===== src/include/uart_config.svh =====
////////////////////////////////////////////////////////////////////////////
// Frame and bus constants shared by RTL and testbench
// Frame is fixed at 8N1 plus one parity bit; stop length is informative
// Register offsets are byte addresses, low two bits ignored by the slave
////////////////////////////////////////////////////////////////////////////

`ifndef UART_CONFIG_SVH
`define UART_CONFIG_SVH

`define UART_DATA_BITS  8                      // One byte per frame
`define UART_STOP_BITS  1                      // Fixed, transmitter assumes one
// Start, data, parity and stop
`define UART_FRAME_BITS (1 + `UART_DATA_BITS + 1 + `UART_STOP_BITS)

`define UART_AXI_ADDR_W 4                      // Four word registers
`define UART_AXI_DATA_W 32

`define UART_REG_CTRL   4'h0                   // parity_odd, loopback
`define UART_REG_TXDATA 4'h4                   // Write only
`define UART_REG_RXDATA 4'h8                   // Read clears rx_valid
`define UART_REG_STATUS 4'hC                   // W1C on error bits

`endif


===== src/hw/uart_pkg.sv =====
////////////////////////////////////////////////////////////////////////////
// Shared types of the UART subsystem
// Register enum values follow the byte offsets in the config header
////////////////////////////////////////////////////////////////////////////

`include "uart_config.svh"

package uart_pkg;

    // Transmitter FSM, one-hot style encoding
    typedef enum logic [1:0] {
        TX_IDLE = 2'b01,                        // Line held high
        TX_SEND = 2'b10                         // Shifting out the frame
    } tx_state_t;

    // Receiver FSM
    typedef enum logic [1:0] {
        RX_IDLE = 2'b01,                        // Waiting for a low sample
        RX_RECV = 2'b10                         // Data, parity, stop
    } rx_state_t;

    // Word address of each register
    typedef enum logic [1:0] {
        REG_CTRL   = 2'(`UART_REG_CTRL >> 2),
        REG_TXDATA = 2'(`UART_REG_TXDATA >> 2),
        REG_RXDATA = 2'(`UART_REG_RXDATA >> 2),
        REG_STATUS = 2'(`UART_REG_STATUS >> 2)
    } reg_addr_t;

endpackage


===== src/hw/uart_tx.sv =====
////////////////////////////////////////////////////////////////////////////
// UART serializer, one bit per baud_clk cycle
// Frame is start, 8 data LSB first, parity, stop
// start_tx is honoured only in idle; the register block gates it
////////////////////////////////////////////////////////////////////////////

`include "uart_config.svh"

module uart_tx (
    input  logic                       baud_clk,
    input  logic                       reset,
    input  logic [`UART_DATA_BITS-1:0] tx_data,    // Byte to send
    input  logic                       start_tx,   // One-cycle request
    input  logic                       parity_odd, // 0 even, 1 odd
    output logic                       tx,         // Serial line
    output logic                       tx_busy     // High for the whole frame
);

    localparam int FRAME = `UART_FRAME_BITS;
    localparam int CNT_W = $clog2(FRAME);

    uart_pkg::tx_state_t  state;
    logic [FRAME-1:0]     shreg;               // Bit 0 is on the line
    logic [CNT_W-1:0]     bit_cnt;             // Index of bit on the line
    logic                 parity;

    // Even parity from XOR, flipped for odd
    assign parity = (^tx_data) ^ parity_odd;
    assign tx     = shreg[0];

    always_ff @(posedge baud_clk) begin
        if (reset) begin
            state   <= uart_pkg::TX_IDLE;
            tx_busy <= 1'b0;
            bit_cnt <= '0;
            shreg   <= '1;                      // Idle line is high
        end else begin
            case (state)
                uart_pkg::TX_IDLE: begin
                    if (start_tx) begin
                        // Stop, parity, data, start
                        shreg   <= {{`UART_STOP_BITS{1'b1}}, parity, tx_data, 1'b0};
                        bit_cnt <= '0;          // Start bit goes out now
                        tx_busy <= 1'b1;
                        state   <= uart_pkg::TX_SEND;
                    end
                end

                uart_pkg::TX_SEND: begin
                    shreg <= {1'b1, shreg[FRAME-1:1]}; // Refill with idle ones
                    if (bit_cnt == CNT_W'(FRAME - 1)) begin
                        // Stop bit just finished
                        tx_busy <= 1'b0;
                        state   <= uart_pkg::TX_IDLE;
                    end else begin
                        bit_cnt <= bit_cnt + 1'b1;
                    end
                end

                default: begin
                    state   <= uart_pkg::TX_IDLE; // Recover from bad encoding
                    tx_busy <= 1'b0;
                end
            endcase
        end
    end

endmodule


===== src/hw/uart_rx.sv =====
////////////////////////////////////////////////////////////////////////////
// UART deserializer taking one sample per baud_clk cycle
// No oversampling; rx must be synchronous to baud_clk
// Error flags are meaningful only while rx_done is high
////////////////////////////////////////////////////////////////////////////

`include "uart_config.svh"

module uart_rx (
    input  logic                       baud_clk,
    input  logic                       reset,
    input  logic                       rx,            // Serial line
    input  logic                       parity_odd,    // 0 even, 1 odd
    output logic [`UART_DATA_BITS-1:0] rx_data,       // Last received byte
    output logic                       rx_done,       // One-cycle pulse
    output logic                       rx_parity_err, // Parity mismatch
    output logic                       rx_frame_err   // Stop bit was low
);

    localparam int DBITS = `UART_DATA_BITS;
    localparam int CNT_W = $clog2(`UART_FRAME_BITS);

    uart_pkg::rx_state_t  state;
    logic [CNT_W-1:0]     bit_cnt;             // Samples taken after start
    logic [DBITS-1:0]     shreg;
    logic                 par_bit;             // Captured parity bit
    logic                 data_phase;
    logic                 par_phase;
    logic                 stop_phase;

    // Sample classification while receiving
    assign data_phase = (state == uart_pkg::RX_RECV) && (bit_cnt < CNT_W'(DBITS));
    assign par_phase  = (state == uart_pkg::RX_RECV) && (bit_cnt == CNT_W'(DBITS));
    assign stop_phase = (state == uart_pkg::RX_RECV) && (bit_cnt == CNT_W'(DBITS + 1));

    assign rx_data = shreg;

    // Control
    always_ff @(posedge baud_clk) begin
        if (reset) begin
            state   <= uart_pkg::RX_IDLE;
            bit_cnt <= '0;
            rx_done <= 1'b0;
        end else begin
            rx_done <= 1'b0;                    // Pulse by default low
            case (state)
                uart_pkg::RX_IDLE: begin
                    if (!rx) begin              // Start bit seen
                        bit_cnt <= '0;
                        state   <= uart_pkg::RX_RECV;
                    end
                end

                uart_pkg::RX_RECV: begin
                    bit_cnt <= bit_cnt + 1'b1;
                    if (stop_phase) begin
                        rx_done <= 1'b1;        // Lands cycle after stop sample
                        state   <= uart_pkg::RX_IDLE;
                    end
                end

                default: state <= uart_pkg::RX_IDLE;
            endcase
        end
    end

    // Data shift and frame checks
    always_ff @(posedge baud_clk) begin
        if (data_phase) begin
            shreg <= {rx, shreg[DBITS-1:1]};    // LSB arrives first
        end
        if (par_phase) begin
            par_bit <= rx;
        end
        if (stop_phase) begin
            // Expected parity is the data XOR flipped for odd
            rx_parity_err <= par_bit ^ (^shreg) ^ parity_odd;
            rx_frame_err  <= ~rx;
        end
    end

endmodule


===== src/hw/uart_regs.sv =====
////////////////////////////////////////////////////////////////////////////
// AXI4-Lite register slave for the UART
// One outstanding write and one outstanding read; responses always OKAY
// wstrb is ignored, full words are written
////////////////////////////////////////////////////////////////////////////

`include "uart_config.svh"

module uart_regs (
    input  logic                         baud_clk,
    input  logic                         reset,
    // AXI write
    input  logic [`UART_AXI_ADDR_W-1:0]  axi_awaddr,
    input  logic                         axi_awvalid,
    output logic                         axi_awready,
    input  logic [`UART_AXI_DATA_W-1:0]  axi_wdata,
    input  logic [`UART_AXI_DATA_W/8-1:0] axi_wstrb,  // Ignored
    input  logic                         axi_wvalid,
    output logic                         axi_wready,
    output logic [1:0]                   axi_bresp,
    output logic                         axi_bvalid,
    input  logic                         axi_bready,
    // AXI read
    input  logic [`UART_AXI_ADDR_W-1:0]  axi_araddr,
    input  logic                         axi_arvalid,
    output logic                         axi_arready,
    output logic [`UART_AXI_DATA_W-1:0]  axi_rdata,
    output logic [1:0]                   axi_rresp,
    output logic                         axi_rvalid,
    input  logic                         axi_rready,
    // UART side
    output logic [`UART_DATA_BITS-1:0]   tx_data,
    output logic                         start_tx,
    output logic                         parity_odd,
    output logic                         loopback,
    input  logic                         tx_busy,
    input  logic [`UART_DATA_BITS-1:0]   rx_data,
    input  logic                         rx_done,
    input  logic                         rx_parity_err,
    input  logic                         rx_frame_err
);

    localparam int AW = `UART_AXI_ADDR_W;
    localparam int DW = `UART_AXI_DATA_W;

    uart_pkg::reg_addr_t        wr_addr;
    uart_pkg::reg_addr_t        rd_addr;
    logic                       wr_fire;
    logic                       rd_fire;
    logic                       tx_write;
    logic                       tx_accept;
    logic                       stat_write;
    logic                       rx_read;
    logic [`UART_DATA_BITS-1:0] rx_byte;
    logic                       rx_valid;
    logic                       parity_err;
    logic                       frame_err;
    logic                       rx_overrun;
    logic                       tx_overrun;
    logic [DW-1:0]              status_word;
    logic [DW-1:0]              rd_word;

    assign wr_addr = uart_pkg::reg_addr_t'(axi_awaddr[AW-1:2]); // Word index
    assign rd_addr = uart_pkg::reg_addr_t'(axi_araddr[AW-1:2]);
    assign wr_fire = axi_awvalid & axi_awready & axi_wvalid & axi_wready;
    assign rd_fire = axi_arvalid & axi_arready;

    assign tx_write   = wr_fire && (wr_addr == uart_pkg::REG_TXDATA);
    assign tx_accept  = tx_write && !tx_busy && !start_tx; // Pending start counts busy
    assign stat_write = wr_fire && (wr_addr == uart_pkg::REG_STATUS);
    assign rx_read    = rd_fire && (rd_addr == uart_pkg::REG_RXDATA);

    assign axi_bresp = 2'b00;                  // OKAY
    assign axi_rresp = 2'b00;

    assign status_word = {{(DW-6){1'b0}}, tx_overrun, rx_overrun, frame_err,
                          parity_err, rx_valid, tx_busy | start_tx};

    // Write channel, ready pulses once when both halves are present
    always_ff @(posedge baud_clk) begin
        if (reset) begin
            axi_awready <= 1'b0;
            axi_wready  <= 1'b0;
            axi_bvalid  <= 1'b0;
        end else begin
            axi_awready <= 1'b0;
            axi_wready  <= 1'b0;
            if (axi_awvalid && axi_wvalid && !axi_bvalid && !axi_awready) begin
                axi_awready <= 1'b1;
                axi_wready  <= 1'b1;
            end
            if (wr_fire) begin
                axi_bvalid <= 1'b1;
            end else if (axi_bvalid && axi_bready) begin
                axi_bvalid <= 1'b0;
            end
        end
    end

    // Read channel
    always_ff @(posedge baud_clk) begin
        if (reset) begin
            axi_arready <= 1'b0;
            axi_rvalid  <= 1'b0;
        end else begin
            axi_arready <= axi_arvalid && !axi_rvalid && !axi_arready;
            if (rd_fire) begin
                axi_rvalid <= 1'b1;
            end else if (axi_rvalid && axi_rready) begin
                axi_rvalid <= 1'b0;
            end
        end
    end

    always_comb begin
        case (rd_addr)
            uart_pkg::REG_CTRL:   rd_word = {{(DW-2){1'b0}}, loopback, parity_odd};
            uart_pkg::REG_RXDATA: rd_word = {{(DW-`UART_DATA_BITS){1'b0}}, rx_byte};
            uart_pkg::REG_STATUS: rd_word = status_word;
            default:              rd_word = '0;  // TXDATA reads as zero
        endcase
    end

    // Read data and TX byte hold payload only
    always_ff @(posedge baud_clk) begin
        if (rd_fire) begin
            axi_rdata <= rd_word;
        end
        if (tx_accept) begin
            tx_data <= axi_wdata[`UART_DATA_BITS-1:0];
        end
    end

    // Control register, TX start and sticky flags
    always_ff @(posedge baud_clk) begin
        if (reset) begin
            parity_odd <= 1'b0;
            loopback   <= 1'b0;
            start_tx   <= 1'b0;
            rx_byte    <= '0;
            rx_valid   <= 1'b0;
            parity_err <= 1'b0;
            frame_err  <= 1'b0;
            rx_overrun <= 1'b0;
            tx_overrun <= 1'b0;
        end else begin
            start_tx <= tx_accept;             // Single-cycle pulse
            if (wr_fire && (wr_addr == uart_pkg::REG_CTRL)) begin
                parity_odd <= axi_wdata[0];
                loopback   <= axi_wdata[1];
            end
            if (stat_write) begin              // W1C, a new event below wins
                parity_err <= parity_err & ~axi_wdata[2];
                frame_err  <= frame_err  & ~axi_wdata[3];
                rx_overrun <= rx_overrun & ~axi_wdata[4];
                tx_overrun <= tx_overrun & ~axi_wdata[5];
            end
            if (tx_write && !tx_accept) begin
                tx_overrun <= 1'b1;            // Byte dropped
            end
            if (rx_read) begin
                rx_valid <= 1'b0;
            end
            if (rx_done) begin
                rx_byte  <= rx_data;           // Overwrites unread byte
                rx_valid <= 1'b1;
                if (rx_valid && !rx_read) begin
                    rx_overrun <= 1'b1;
                end
                if (rx_parity_err) parity_err <= 1'b1;
                if (rx_frame_err) frame_err <= 1'b1;
            end
        end
    end

endmodule


===== src/hw/uart_top.sv =====
////////////////////////////////////////////////////////////////////////////
// UART subsystem top, AXI4-Lite register access plus tx/rx pins
// Single clock; baud_clk is the bit clock, divider lives outside
// Loopback routes tx into the receiver; the rx pin is then ignored
////////////////////////////////////////////////////////////////////////////

`include "uart_config.svh"

module uart_top (
    input  logic                          baud_clk,
    input  logic                          reset,
    input  logic [`UART_AXI_ADDR_W-1:0]   axi_awaddr,
    input  logic                          axi_awvalid,
    output logic                          axi_awready,
    input  logic [`UART_AXI_DATA_W-1:0]   axi_wdata,
    input  logic [`UART_AXI_DATA_W/8-1:0] axi_wstrb,
    input  logic                          axi_wvalid,
    output logic                          axi_wready,
    output logic [1:0]                    axi_bresp,
    output logic                          axi_bvalid,
    input  logic                          axi_bready,
    input  logic [`UART_AXI_ADDR_W-1:0]   axi_araddr,
    input  logic                          axi_arvalid,
    output logic                          axi_arready,
    output logic [`UART_AXI_DATA_W-1:0]   axi_rdata,
    output logic [1:0]                    axi_rresp,
    output logic                          axi_rvalid,
    input  logic                          axi_rready,
    output logic                          tx,          // Serial out
    input  logic                          rx           // Serial in, baud_clk synchronous
);

    logic [`UART_DATA_BITS-1:0] tx_data;
    logic [`UART_DATA_BITS-1:0] rx_data;
    logic start_tx, parity_odd, loopback, tx_busy;
    logic rx_done, rx_parity_err, rx_frame_err;
    logic rx_line;                              // Receiver input after mux

    assign rx_line = loopback ? tx : rx;

    uart_regs u_regs (
        .baud_clk, .reset,
        .axi_awaddr, .axi_awvalid, .axi_awready, .axi_wdata, .axi_wstrb,
        .axi_wvalid, .axi_wready, .axi_bresp, .axi_bvalid, .axi_bready,
        .axi_araddr, .axi_arvalid, .axi_arready, .axi_rdata, .axi_rresp,
        .axi_rvalid, .axi_rready,
        .tx_data, .start_tx, .parity_odd, .loopback, .tx_busy,
        .rx_data, .rx_done, .rx_parity_err, .rx_frame_err
    );

    uart_tx u_tx (
        .baud_clk, .reset, .tx_data, .start_tx, .parity_odd, .tx, .tx_busy
    );

    uart_rx u_rx (
        .baud_clk, .reset, .rx(rx_line), .parity_odd,
        .rx_data, .rx_done, .rx_parity_err, .rx_frame_err
    );

endmodule


===== config.mk =====
export PLATFORM = sky130hd
export DESIGN_NAME = uart_top
export DESIGN_NICKNAME = d
export VERILOG_FILES = /design/src/hw/uart_pkg.sv /design/src/hw/uart_tx.sv /design/src/hw/uart_rx.sv /design/src/hw/uart_regs.sv /design/src/hw/uart_top.sv
export VERILOG_INCLUDE_DIRS = /design/src /design/src/include
export SDC_FILE = /design/constraint.sdc
export NUM_CORES = 1
export LEC_CHECK = 0
export BUFFER_PORTS_ARGS = -buffer_cell sky130_fd_sc_hd__buf_2
export CAP_MARGIN = 5
export CORE_AREA = 2 2 91 93
export CTS_CLUSTER_DIAMETER = 150
export DETAILED_ROUTE_END_ITERATION = 12
export DIE_AREA = 0 0 93 95
export GPL_TIMING_DRIVEN = 0
export HOLD_SLACK_MARGIN = 0.03
export PLACE_DENSITY = 0.74
export SLEW_MARGIN = 20
export SYNTH_ARGS = -nofsm -noshare
export SYNTH_HDL_FRONTEND = slang
export SYNTH_HIERARCHICAL = 1
export SYNTH_SLANG_ARGS = --single-unit

===== constraint.sdc =====
create_clock -name baud_clk -period 1.8 [get_ports baud_clk]
set_clock_uncertainty 0.2 [all_clocks]
set_input_delay 0.36 -clock baud_clk [delete_from_list [all_inputs] [get_ports baud_clk]]
set_output_delay 0.36 -clock baud_clk [all_outputs]
set_load 0.005 [all_outputs]

* Word-level counts from Yosys, hierarchy flattened
Index checks and enable logic that the tools add are counted.
Word-level totals: flip-flop bits (word level) 96, bits in latches 0, bits in writable memories 0, ROM bits 0, input bits 52, output and inout bits 42, word-level logic and storage cells 142, memories kept 0
Operators by class: add/sub/neg operators 2, multipliers 0, div/mod/pow operators 0, order comparisons 1, eq/ne operators 16, shift-type cells 0, mux-type cells 37, bitwise logic cells 18, reductions and logical operators 42
Operator list (count):
- $pmux W8 S3 | 1
- $mux W1 | 22
- $pmux W11 S2 | 1
- $logic_and A1 B1 Y1 | 18
- $pmux W4 S2 | 2
- $reduce_xor A8 Y1 | 2
- $eq A4 B4 Y1 const B | 3
- $mux W4 | 3
- $reduce_bool A2 Y1 | 6
- $mux W11 | 1
- $eq A2 B2 Y1 const B | 5
- $add A4 B1 Y4 const B | 2
- $and A1 B1 Y1 | 8
- $logic_not A1 Y1 | 8
- $mux W2 | 4
- $pmux W2 S2 | 2
- $reduce_and A2 Y1 | 4
- $eq A2 B1 Y1 const B | 3
- $ne A2 B2 Y1 const B | 3
- $not A1 Y1 | 6
- $logic_not A2 Y1 | 2
- $lt A4 B4 Y1 const B | 1
- $ne A2 B1 Y1 const B | 2
- $reduce_and A3 Y1 | 1
- 4 further kinds | 6

* Depth between registers and ports, before layout
Gate-level depths: netlist of the first run.
depth after elaboration 9, depth in mapped cells 6, gate-level depth less buffers 6

* Hierarchy
Netlist of the first run, hierarchy kept.
By module, submodules not included:
- uart_regs | times used 1, cells each 143, area each 1589.0 um2, sequential area each 880.8 um2
- uart_tx | times used 1, cells each 100, area each 818.3 um2, sequential area each 320.3 um2
- uart_rx | times used 1, cells each 62, area each 805.8 um2, sequential area each 470.5 um2
- uart_top | times used 1, cells each 1, area each 15.0 um2, sequential area each 0.0 um2

* Worst setup path before layout of the first run
Ideal clock, no wire load.
path type reg2reg, from register u_regs.axi_wready, to register u_regs.tx_data[0], enable pin, library setup time 0.397 ns, arrival 1.381 ns, required time 1.203 ns, slack -0.178 ns, stages on the path, launching flop included 3, path buffers 0, clock period less this slack 1.978 ns, cell sequence dfxtp_1 > nand4_1 > nor4_1
Between the ends: cells in the longest elaborated chain, start to end 6
RTL lines:
- start, declared | RTL line uart_regs.sv:19 | output logic axi_wready,
- start signal, assigned | RTL line uart_regs.sv:83 | axi_wready <= 1'b0;
- start signal, assigned | RTL line uart_regs.sv:87 | axi_wready <= 1'b0;
- start signal, assigned | RTL line uart_regs.sv:90 | axi_wready <= 1'b1;
- $and A1 B1 Y1 (2 in a row)
- $and A1 B1 Y1 (*) | RTL line uart_regs.sv:65 | assign wr_fire = axi_awvalid & axi_awready & axi_wvalid & axi_wready;
- $logic_and A1 B1 Y1 (*) | RTL line uart_regs.sv:68 | assign tx_write = wr_fire && (wr_addr == uart_pkg::REG_TXDATA);
- $logic_and A1 B1 Y1 (*) (2 in a row) | RTL line uart_regs.sv:69 | assign tx_accept = tx_write && !tx_busy && !start_tx;
- named net u_regs.tx_accept | RTL line uart_regs.sv:51 | logic tx_accept;
- end signal, assigned | RTL line uart_regs.sv:130 | tx_data <= axi_wdata[`UART_DATA_BITS-1:0];
- end, declared | RTL line uart_regs.sv:32 | output logic [`UART_DATA_BITS-1:0] tx_data,
The timed path passes the listed nets; every way through them passes the cells marked *. A chain may end at the register's enable or synchronous reset.

* Worst setup path in the final report of the first run
from register u_regs.loopback, to register u_rx.state[0]
Between the ends: cells in the longest elaborated chain, start to end 3
RTL lines:
- start, declared | RTL line uart_regs.sv:35 | output logic loopback,
- start signal, assigned | RTL line uart_regs.sv:150 | loopback <= axi_wdata[1];
- $mux W1 | RTL line uart_top.sv:39 | assign rx_line = loopback ? tx : rx;
- named net rx_line | RTL line uart_top.sv:37 | logic rx_line;
- $ne A2 B2 Y1 (no line)
- $reduce_and A2 Y1 (no line)
- end signal, assigned | RTL line uart_rx.sv:50 | state <= uart_pkg::RX_RECV;
- end signal, assigned | RTL line uart_rx.sv:58 | state <= uart_pkg::RX_IDLE;
- end signal, assigned | RTL line uart_rx.sv:62 | default: state <= uart_pkg::RX_IDLE;
- end, declared | RTL line uart_rx.sv:23 | uart_pkg::rx_state_t state;
The timed path passes the listed nets, and every way through them passes these cells.

==> run summary, run 1 <==
The power density over cell area was 822 nW/µm². The critical path is of the reg2reg type. Via count of the first global-routing pass: 2133. The critical path's largest stage delay is 0.40 ns. The share of flip-flops with an asynchronous set or reset was 0%. The placer congestion estimate is 0.821, and the number of synthesized flops with an enable pin is 27. Using the TritonRoute via totals, the vias-per-cell ratio works out to 4.63.

TritonCTS built the clock tree. In the routed design, unresolved DRC markers number 0. The post-synthesis cell type count is 46, and the total global routing overflow is 0. In this run the count of I/O pins placed on the die edge is 94.

The iteration count of the initial detailed-routing pass was 4. STA classifies the critical path endpoint as a flop. The filler cells instantiated in the layout total 722. The run finished with clean final reports. The buffer and inverter count on the worst path works out to 0. The run gives 3230 µm² as the synthesized area. From synthesis to final layout, the design area changed by 22.7%. The number of antenna diodes in the final layout is 0. The wire length per cell after detailed routing is 11.8 µm, and the number of clock sinks is 70. Count of yosys warnings during synthesis: 6. The biggest area contributor in the post-synthesis netlist is dfxtp_1. The net count of the finished layout is 443.

The post-CTS clock slew at the launch and capture registers of the worst setup and hold paths was 0.08 ns; the latest clock arrival within the worst-skew pair was 0.34 ns. The critical path's slowest cell was dfxtp_1. Timing would allow up to 584 MHz. After synthesis, the most frequently instantiated cells are 43 x dfxtp_1, 29 x buf_4, 27 x edfxtp_1, 27 x nand2_1, 23 x nor2_1.

Among all cell types in the netlist, the one instantiated most often is dfxtp_1. The synthesized flop and latch total is 70, and the final critical-path share of the clock period is 95.1%. A synthesized cell averages 10.5 µm². The share of final-layout standard cells stronger than drive strength 1 is 25.3%. The root buffer cell chosen for the clock tree is clkbuf_8. Once the floorplan was initialized, standard cells occupied 40.7% of the core.

The number of pins exceeding their max-slew limit in the final report was 0; the overall track demand over capacity in global routing was 14.1%. The floorplan step defined a die boundary enclosing 8840 µm². Total of buffers placed on input and output ports: 33.

Traced cell by cell, the critical path runs through mux2_4, nand2b_2, a2bb2oi_1, or2_2. The first global-routing pass estimated 9.70 mm of wire. Setup violations remaining at the end of the flow were counted as 0. The sequential share of the synthesized area is 51.8%. The remaining number of nets flagged by the antenna check after routing is 0, and the leakage power total is 0.00168 µW. The logs give 2 for the maximum buffer depth of the clock tree and 0.322 mV for the largest vdd supply drop. The violation count after the first detailed-route iteration came out at 110. Prior to clock tree synthesis, the placed netlist has a worst setup slack of -0.242 ns. Synthesis produced 306 cells.

Across the run, the number of max-cap violations was 0. Setup repair after global routing left no endpoint under its margin. The tightest min-delay check is of the in2reg type. The cell class contributing the biggest share of worst-path delay is simple AND/OR/NAND/NOR gates. The area share of the largest cell type after synthesis was 26.7%.

Entering global routing, the biggest net connects 14 pins. The H-tree was split into 3 levels. The total half-perimeter wirelength after legalization and detailed placement is 4.23 mm. The signal arrival time at the worst endpoint is 1.74 ns, and the number of buffers added by the clock tree synthesis step is 9. From left edge to right edge, the die measures 93 µm. Along the worst path, the maximum fanout reaches 5. The number of antenna violations at the first check in global routing came out at 0.

Type of element launching the critical path: a flop. Setup total negative slack on the finished layout was measured at 0 ns. The tools report the final hold violation count as 0.

By area the synthesized netlist is led by dfxtp_1 27%, edfxtp_1 25%, buf_4 6.7%, mux2i_1 5.6%, nand2_1 3.1%. The combined flip-flop and latch cell area was 1670 µm²; the minimum clock period after layout was 1.71 ns. In the synthesized netlist the dominant register cell turns out to be dfxtp_1. Measured along the y axis, the die boundary spans 95 µm. After floorplanning, the core was divided into 33 placement rows. The setup slack after layout is 0.0879 ns.

Total via count after detailed routing: 2294. The logs give 1390 µm² for the area of the multi-input gates and 7930 µm² for the area of the placeable core. The run gives 1.83 ns as the data required time of the critical path. Wires add up to 5.87 mm.
[placed cells by master (no fill, tap or decap), types with 3 or more instances in the layout]
| master | n |
|---|---|
| clkinvlp_4 | 3 |
| buf_2 | 41 |
| edfxtp_1 | 27 |
| or3_1 | 3 |
| nor3_1 | 8 |
| nand2b_1 | 9 |
| conb_1 | 28 |
| nand2_1 | 27 |
| ha_1 | 5 |
| inv_1 | 7 |
| o21bai_1 | 8 |
| nor2b_1 | 7 |
| clkbuf_8 | 9 |
| nor2_1 | 22 |
| mux2i_1 | 18 |
| buf_4 | 30 |
| a21oi_1 | 15 |
| dfxtp_1 | 43 |
| o21ai_0 | 5 |
| and3_1 | 10 |
| nand3_1 | 9 |
| xnor2_1 | 10 |
| dlygate4sd3_1 | 8 |
[kinds of logic after synthesis]
logic type,Yosys count,share of synthesized area (%)
compound gates,36,7.17
xor+xnor,15,5.16
fa+ha+maj,5,1.94
buf+inv,47,9.15
flops,70,51.8
mux,19,6.05
other cells,1,0.116
simple gates,113,18.6
[final timing paths]
| kind | startpoint | endpoint | slack, ns | cells past startpoint |
|---|---|---|---|---|
| hold / removal | axi_bready | u_regs/axi_bvalid$_SDFFE_PP0P_ | 0.08 | 3 |
| hold reg to reg | u_regs/axi_rvalid$_SDFFE_PP0P_ | u_regs/axi_arready$_SDFF_PP0_ | 0.25 | 1 |
| setup reg to reg | u_regs/loopback$_SDFFE_PP0P_ | u_rx/state[0]$_SDFFE_PP1P_ | 0.09 | 4 |
| setup / recovery | u_regs/loopback$_SDFFE_PP0P_ | u_rx/state[0]$_SDFFE_PP1P_ | 0.09 | 4 |
[worst reg2reg max path, delay by kind of cell, from the launching register on]
kind | cells | cell delay [ns]
AND/OR/NAND/NOR | 2 | 0.50
flip-flops | 1 | 0.40
multiplexers | 1 | 0.35
AO/OA/AOI/OAI | 1 | 0.16
[power by group]
group | leakage, µW | switching [µW] | internal [µW]
clock | 0.000102 | 601 | 781
combinational | 0.000983 | 94.2 | 110
sequential | 0.000595 | 13.5 | 1650
total | 0.00168 | 709 | 2550
[final cells by class]
class                   count  area share (%)
plain buffers              40            6.79
clock buffers               9            3.13
clock inverters             7            2.43
inverters                   7           0.664
multi-input cells         216            35.1
flip-flops and latches     70            42.2
well taps                 105            3.32
repair buffers             42            6.38
[what timing repair did]
action / CTS / global route
hold buffers: 8 / 0
setup buffers: 0 / 1
pin swaps: 0 / 1
endpoints found under the hold margin: 8 / 0
setup endpoints to repair: 9 / 21
gates resized for setup: 1 / 2
[sequential cells by signal, summed over array words and instances (netlist names), 4 cells and up]
name              count
u_tx/shreg           10
u_regs/axi_rdata      8
u_regs/rx_byte        8
u_regs/tx_data        8
u_rx/rx_data          8
u_rx/bit_cnt          4
u_tx/bit_cnt          4
[metal layers]
layer | routed length (µm) | global-route usage, % | part of all wire [%]
met2 | 2850 | 24.2 | 49
met3 | 328 | 3.35 | 5.6
met1 | 2610 | 16.2 | 44
met4 | 84 | 7.72 | 1.4
met5 | 0 | 0 | 0
[per-stage QoR]
stage               hold WS (ns)  util [%]  instances  total power (µW)  area [µm²]
floorplan                  0.232         -        333              1830        3340
global placement           0.225      45.8        471              1890        3630
detailed placement         0.238      45.8        471              1890        3630
CTS                       0.0631      49.7        495              3290        3940
global route              0.0663      50.0        496              3380        3960
finish                    0.0810      50.0        496              3250        3960
(Power assumes the default switching activity.)
==> run 2: changes to the inputs <==
- ABC_AREA: unset -> 1
- CORE_AREA: 2 2 91 93 -> 2 2 93 95
- DIE_AREA: 0 0 93 95 -> 0 0 95 97
- PLACE_DENSITY: 0.74 -> 0.73
- SYNTH_HIERARCHICAL: 1 -> unset
==> run 2 against run 1 <==
  * Cell count grew 16%
  * Count of clock-buffer cells in the layout up 5
  * Area after synthesis up 3.2%
  * Non-clock buffer count decreased by 6
  * Routed wire length rose by 11%
  * Worst setup slack better by 0.12 ns
  * Die area is 4.3% higher
  * First-iteration DRC count shrank 42%
  * Sequential share of layout area shrank 0.51 points
  * Utilization is 0.67 points lower
  * Sequential cell count unchanged
  * Global-route usage is 1.2 points higher
==> run summary, run 2 <==
Data arrives at the worst endpoint at 1.38 ns. The cell type with the largest total area after synthesis is dfxtp_1. The tightest min-delay check is of the in2reg type. The run finished with clean final reports. Yosys printed 0 warnings. The remaining number of nets flagged by the antenna check after routing came out at 0. The tools report the total setup violations reported at the end of the flow as 0. The register with the most flip-flops in the final layout is u_tx.shreg. From bottom edge to top edge, the die measures 97 µm.

Based on the critical path, the design can be clocked at up to 627 MHz. Root buffer cell: clkbuf_8. The analysis attributes to cell leakage a power of 0.00188 µW.

Most frequent cell after synthesis: nand2_1. Global routing finished with a remaining overflow of 0. Leaving out fill and tap cells, the most frequent cell in the layout is nand2_1. The tools report the largest vdd supply drop as 0.345 mV. Yosys attributes the largest share of cell area to dfxtp_1 26%, edfxtp_1 24%, nand2_1 10%, buf_4 6.5%, inv_1 5.7%. Clock tree synthesis found a total of 70 sinks. The post-synthesis cell type count came out at 37. In the layout the commonest cells are 92 x nand2_1, 50 x inv_1, 43 x dfxtp_1. The worst setup path is launched from a flop. The number of flip-flops under the largest register name is 10. In this run, synthesis inferred 27 flip-flops with an integrated enable. The run gives 0 as the number of antenna violations at the first check in global routing. The core region is 8130 µm².

The number of inserted filler cells in the final layout came out at 741. Power spread over the standard cell area amounts to 780 nW/µm². The count of non-filler cells in the finished layout came out at 574. The tools report the sequential share of the synthesized area as 50.2%. The number of clock buffers added by TritonCTS is 9.

The slew at the pin closest to its max-slew limit came out at 0.605 ns. The final hold violation count is 0. Input and output buffers added on the ports amount to 32.

The share of final-layout standard cells stronger than drive strength 1 came out at 22.6%. Ranked by instance count, the synthesized netlist is headed by 92 x nand2_1, 51 x inv_1, 43 x dfxtp_1. After detailed routing, the number of remaining DRC violations is 0. The area share of the largest cell type after synthesis came out at 25.8%.

The floorplan has 33 rows. Of all nets on the critical path, the largest fanout is 8. The pre-antenna-repair detailed-routing pass consisted of 4 iterations. The logs give 1.58 ns for the data required time of the critical path and 0 ns for the final total negative setup slack. In this run the deepest clock path goes through 2 buffers. In the final routed layout, each cell accounts on average for 11.4 µm. At the end of routability-driven placement, the weighted congestion stood at 0.776. The worst path uses 88.6% of the clock period.

The post-CTS clock slew at the launch and capture registers of the worst setup and hold paths was 0.07 ns; the gate count of the mapped netlist was 386. Summing all multi-input logic gate instances after layout gives 1280 µm². The number of primary I/O pins was 94. The wire-length estimate of the detail-placed layout is 4.77 mm. For the combined flip-flop and latch cell area, the log shows 1670 µm².

The critical path is of the reg2reg type. Entering global routing, the biggest net connects 12 pins. The logs give 15.3% for the overall track demand over capacity in global routing and 2563 for the via count of the first global-routing pass. The worst path needs 1.60 ns of the cycle, external delays included.

Across the run, the number of max-cap violations was 0. In this run, synthesis produced a sequential element count of 70. Headroom to the max-slew limit came out at 59.5%. The H-tree was split into 3 levels. The latest clock arrival within the worst-skew pair came out at 0.35 ns. TritonCTS built the clock tree.

The critical path capture point type is a flop. The routed design has 6.52 mm of wire. The number of antenna diodes in the final layout is 0.

The run gives 0 as the number of pins exceeding their max-slew limit in the final report. In this run the cell area of the synthesized design comes to 3330 µm². Counting tap cells, the placed design contains a total of 550 instances. The run gives 64 as the violation count after the first detailed-route iteration. The tools report the effective utilization at floorplan as 40.9%.

The die area is 9220 µm². The post-synthesis average cell area came out at 8.63 µm². For this run, the leading register cell type out of synthesis is dfxtp_1. For this block, the via count after detailed routing is 2587. After detailed routing, the number of vias per cell comes to 4.51. After the last flow step, the layout net total stands at 521. In the synthesized netlist the async set-or-reset flop fraction comes to 0%. After clock tree synthesis, the setup repair step added 0 buffers. The tools report the wire length of the first global-routing pass as 11.0 mm. Setup repair after global routing left no endpoint under its margin.

Compared with the post-synthesis result, the final layout area differs by 20.4%. The floorplan step set the die width to 95 µm.
==> run 2: timing repair <==
action / 4_1_cts / 5_1_grt
gates resized for setup: 0 / 1
setup endpoints to repair: 0 / 8
hold buffers: 8 / 0
hold endpoints to repair: 8 / 0
==> run 2: cell type report <==
class                      instances  area share, %
multi-input combinational        252           31.9
clock buffer                      14           4.81
timing repair buffer              40           5.99
buffer                            36           6.77
tap                              105           3.28
inverter                          55           5.21
sequential                        70           41.7
clock inverter                     2          0.312
==> run 2: worst paths after layout <==
path / startpoint / to / slack (ns) / cells after the start
hold reg to reg: u_regs.axi_bvalid$_SDFFE_PP0P_ / u_regs.axi_awready$_SDFF_PP0_ / 0.25 / 1
setup / recovery: u_rx.state[0]$_SDFFE_PP1P_ / u_rx.rx_data[1]$_DFFE_PP_ / 0.20 / 3
hold / removal: axi_awvalid / u_regs.axi_awready$_SDFF_PP0_ / 0.05 / 3
setup reg to reg: u_rx.state[0]$_SDFFE_PP1P_ / u_rx.rx_data[1]$_DFFE_PP_ / 0.20 / 3
==> run 2: power by group <==
part	total [µW]	internal [µW]	switching, µW
Clock	1260	687	577
Sequential	1670	1660	9.42
Combinational	195	92.7	102
Total	3130	2440	689
==> run 2: layer usage <==
layer	wire, µm	track usage [%]	vias up
li1	-	-	1343
met1	2880	17.3	1174
met2	3240	27.2	58
met3	295	3.27	12
met4	116	6.35	0
met5	0	0	-
==> run 2: logic make-up after synthesis <==
group / share of synthesized area (%)
adder cells (fa/ha/maj): 1.88
buffers and inverters: 14.4
other: 0.113
AO/OA/AOI/OAI: 11.6
AND/OR/NAND/NOR: 20.4
XOR/XNOR: 1.31
flip-flops: 50.2
==> run 2: per-stage QoR <==
step	instance area [µm²]	total power [µW]	utilization, %	setup slack [ns]	hold slack (ns)
6_report	4010	3130	49.3	0.205	0.0464
4_1_cts	4010	3140	49.3	0.0883	0.0352
2_1_floorplan	3430	1820	-	0.314	0.234
3_5_place_dp	3720	1880	45.8	0.0210	0.234
3_3_place_gp	3720	1880	45.8	0.0447	0.223
5_1_grt	4010	3240	49.3	0.0265	0.0563
==> run 2: worst max-delay path, stage by stage (launching register included) <==
cell     delay (ns)
dfxtp_1        0.30
inv_1          0.06
nand2_1        0.16
nor2_1         0.52
==> run 3: changes to the inputs <==
- ABC_AREA: 1 -> unset
- CORE_AREA: 2 2 93 95 -> 2 2 90 92
- DIE_AREA: 0 0 95 97 -> 0 0 92 94
- PLACE_DENSITY: 0.73 -> 0.75
==> run 3 against run 2 <==
  * Fmax down 9.5%
  * Global-route usage is 0.77 points lower
  * Final area shrank 4.2%
==> run summary, run 3 <==
The buffer and inverter count on the worst path is 0, and the H-tree depth is 3. Along the worst path, the maximum fanout reaches 2. The adder-cell area share of the yosys netlist was 1.99%. The cell count after synthesis came out at 306. The total of buffers placed on input and output ports was 32; the total via count after detailed routing was 2259. The netlist uses 36 different library cells. The type of element launching the critical path is a flop.

The tools report the maximum number of pins on one net before global-route repair as 13. Leaving out fill and tap cells, the most frequent cells in the layout are 43 x dfxtp_1, 35 x buf_2, 29 x nor2_1, 29 x buf_4. The total global routing overflow is 0.

Of the total synthesized cell area, the portion taken by XOR and XNOR cells is 5.72%. The post-CTS clock slew at the launch and capture registers of the worst setup and hold paths is 0.07 ns. The overall track demand over capacity in global routing is 14.5%, and the post-detailed-route via-to-cell ratio is 4.60.

For the final hold violation count, the log shows 0. The slew at the pin closest to its max-slew limit is 0.524 ns, and the total design power is 3080 µW. The remaining design rule violation count was 0. The wire length of the first global-routing pass was 9.65 mm; the number of antenna violations at the first check in global routing was 0.

The tools report the upper clock frequency limit as 567 MHz. At the worst endpoint, the arrival time is 1.80 ns. The run finished with clean final reports. Counting flops per register, the top entry is u_tx.shreg. The dominant combinational cell family by area after synthesis is simple AND/OR/NAND/NOR gates. Most common cell after layout, fill and taps aside: dfxtp_1. STA classifies the critical path endpoint as a flop. The synthesized area was 3150 µm².

After the last flow step, the layout net total stands at 441. In the final layout, the share of cells above drive strength 1 is 22.9%. The vertical die dimension is 94 µm.

For this design the static power due to leakage is 0.00166 µW. The synthesized flop and latch total works out to 70. Walking the worst path, the cells encountered are xnor2_1, xnor3_1, xnor2_2, a211o_1.

For this run, the number of Yosys warnings is 0. The register with the most flip-flops in the layout has 10 of them. The largest individual stage delay along the critical path comes from the cell xnor3_1. The final layout contains routed wiring with a total length of 5.97 mm. TritonCTS built the clock tree. The longest clock path from root to sink contains 2 buffers. In this run the tightest slew margin relative to its limit is 65.1%.

After synthesis, the most frequently instantiated cells are 43 x dfxtp_1, 30 x nor2_1, 29 x buf_4. The power density over cell area is 802 nW/µm². At the worst endpoint, the required time is 1.83 ns. Sorting the synthesized cells by area gives the leading types as dfxtp_1 27%, edfxtp_1 26%, buf_4 6.9%, mux2i_1 5.1%, xnor2_1 3.9%.

A synthesized cell averages 10.3 µm². Summed over its instances, the top area cell type makes up 27.3% of the synthesized netlist area. Placer congestion estimate: 0.756. The iteration count of the initial detailed-routing pass was 4; the combined flip-flop and latch cell area was 1670 µm². After layout, the worst path uses 97.9% of the clock period.

For the effective utilization at floorplan, the log shows 41.4%. Dividing the detail-routed wire length by the instance count gives 12.2 µm. The filler cells instantiated in the layout total 673. Setup repair after global routing could not meet its margin everywhere. The via count of the first global-routing pass was 2117; the largest vdd supply drop was 0.275 mV. The number of synthesized flops with an enable pin is 27.

The number of pins exceeding their max-slew limit in the final report was 0. After legalization and detailed placement, the total HPWL measured 4.32 mm. The number of buffers added by the clock tree synthesis step was 9; the share of synthesized cell area in and, or, nand and nor gates was 17.0%. Setup violations remaining at the end of the flow were counted as 0. The run gives 0 as the max-capacitance violation count. The first routing iteration left 66 violations. In the synthesized netlist the async set-or-reset flop fraction comes to 0%.

Summed over all failing endpoints, the final setup total negative slack is 0 ns. The path class of the lowest-slack min-delay path is in2reg. For this run, the leading register cell type out of synthesis is dfxtp_1.

The number of antenna diodes in the final layout is 0. The remaining number of nets flagged by the antenna check after routing came out at 0. The cell class contributing the biggest share of worst-path delay was XOR/XNOR gates. The worst path in the final design needs a cycle of 1.76 ns, including I/O delays and setup. The die area was 8650 µm². Pin placement for this block handled 94 I/O pins. In the final layout, the multi-input gates occupy 1320 µm². Summing the areas of all compound-gate instances in the mapped netlist gives 6.95% of the synthesized area. dfxtp_1 is the most common cell in the netlist.

Measured along the x axis, the die boundary spans 92 µm. Cell type with the largest total area after synthesis: dfxtp_1. The number of setup buffers added after CTS is 0, and the row count is 32. The critical path class was reg2reg. The post-synthesis mux area share is 5.80%.

Sequential cells were found to cover 53.1% of the synthesized design area. Root buffer cell: clkbuf_8. Clock latency on the worst-skew pair, taken at its later pin, is 0.35 ns. The core region is 7610 µm².

Compared with the post-synthesis result, the final layout area differs by 21.9%. For this run, the slowest stage of the critical path takes 0.45 ns. Counting every sink on the clock net gives 70.
-- run 3: cell count changes after synthesis, moves of 9 or more --
cell and delta:
inv_1 -43, o211ai_2 -10, and3_1 +10, nand2_1 -64
o21ai_0 -13, nand3_1 -9, nor2b_1 +9, xnor2_1 +10
mux2i_1 +16
-- run 3: final timing paths --
path                             startpoint  cells past startpoint                            end  slack [ns]
max             u_regs.tx_data[2]$_DFFE_PP_                      4     u_tx.shreg[9]$_SDFFE_PP1P_        0.04
min                                   reset                      2        u_rx.rx_done$_SDFF_PP0_        0.05
max reg2reg     u_regs.tx_data[2]$_DFFE_PP_                      4     u_tx.shreg[9]$_SDFFE_PP1P_        0.04
min reg2reg  u_regs.axi_rvalid$_SDFFE_PP0P_                      1  u_regs.axi_arready$_SDFF_PP0_        0.25
-- run 3: logic make-up after synthesis --
family	after synthesis
xor+xnor	19
flops	70
buf+inv	48
other cells	1
simple gates	109
mux	18
compound gates	36
fa+ha+maj	5
-- run 3: through the flow --
stage | hold WS (ns) | setup slack, ns | cells | utilization [%] | area (µm²)
global route | 0.0624 | -0.0155 | 491 | 50.5 | 3840
global placement | 0.228 | -0.0749 | 467 | 46.5 | 3540
CTS | 0.0429 | 0.0479 | 491 | 50.2 | 3820
floorplan | 0.232 | 0.141 | 333 | - | 3250
finish | 0.0542 | 0.0371 | 491 | 50.5 | 3840
detailed placement | 0.236 | -0.0876 | 467 | 46.5 | 3540
-- run 3: timing repair --
action,CTS,global route
setup endpoints to repair,13,6
hold buffers,8,0
gates cloned,0,0
hold endpoints to repair,8,0
resized for setup,3,3
pin swaps,0,4
-- run 3: layout make-up --
class | instances | area share, %
Multi-Input combinational cell | 215 | 34.2
Buffer | 40 | 6.84
Inverter | 8 | 0.782
Clock inverter | 5 | 0.782
Clock buffer | 11 | 4.24
Sequential cell | 70 | 43.5
Tap cell | 102 | 3.32
Timing Repair Buffer | 40 | 6.26
-- run 3: metal layers --
layer  track usage, %  up-vias  routed length, µm
met5                0        -                  0
met4             10.2        0                271
met3             3.53       23                301
met2             23.1       61               2740
met1             17.2     1031               2660
li1                 -     1144                  -
-- run 3: where the power goes --
group	internal, µW	switching (µW)
clock network	617	585
registers	1660	14.0
logic	105	99.0
total	2380	698
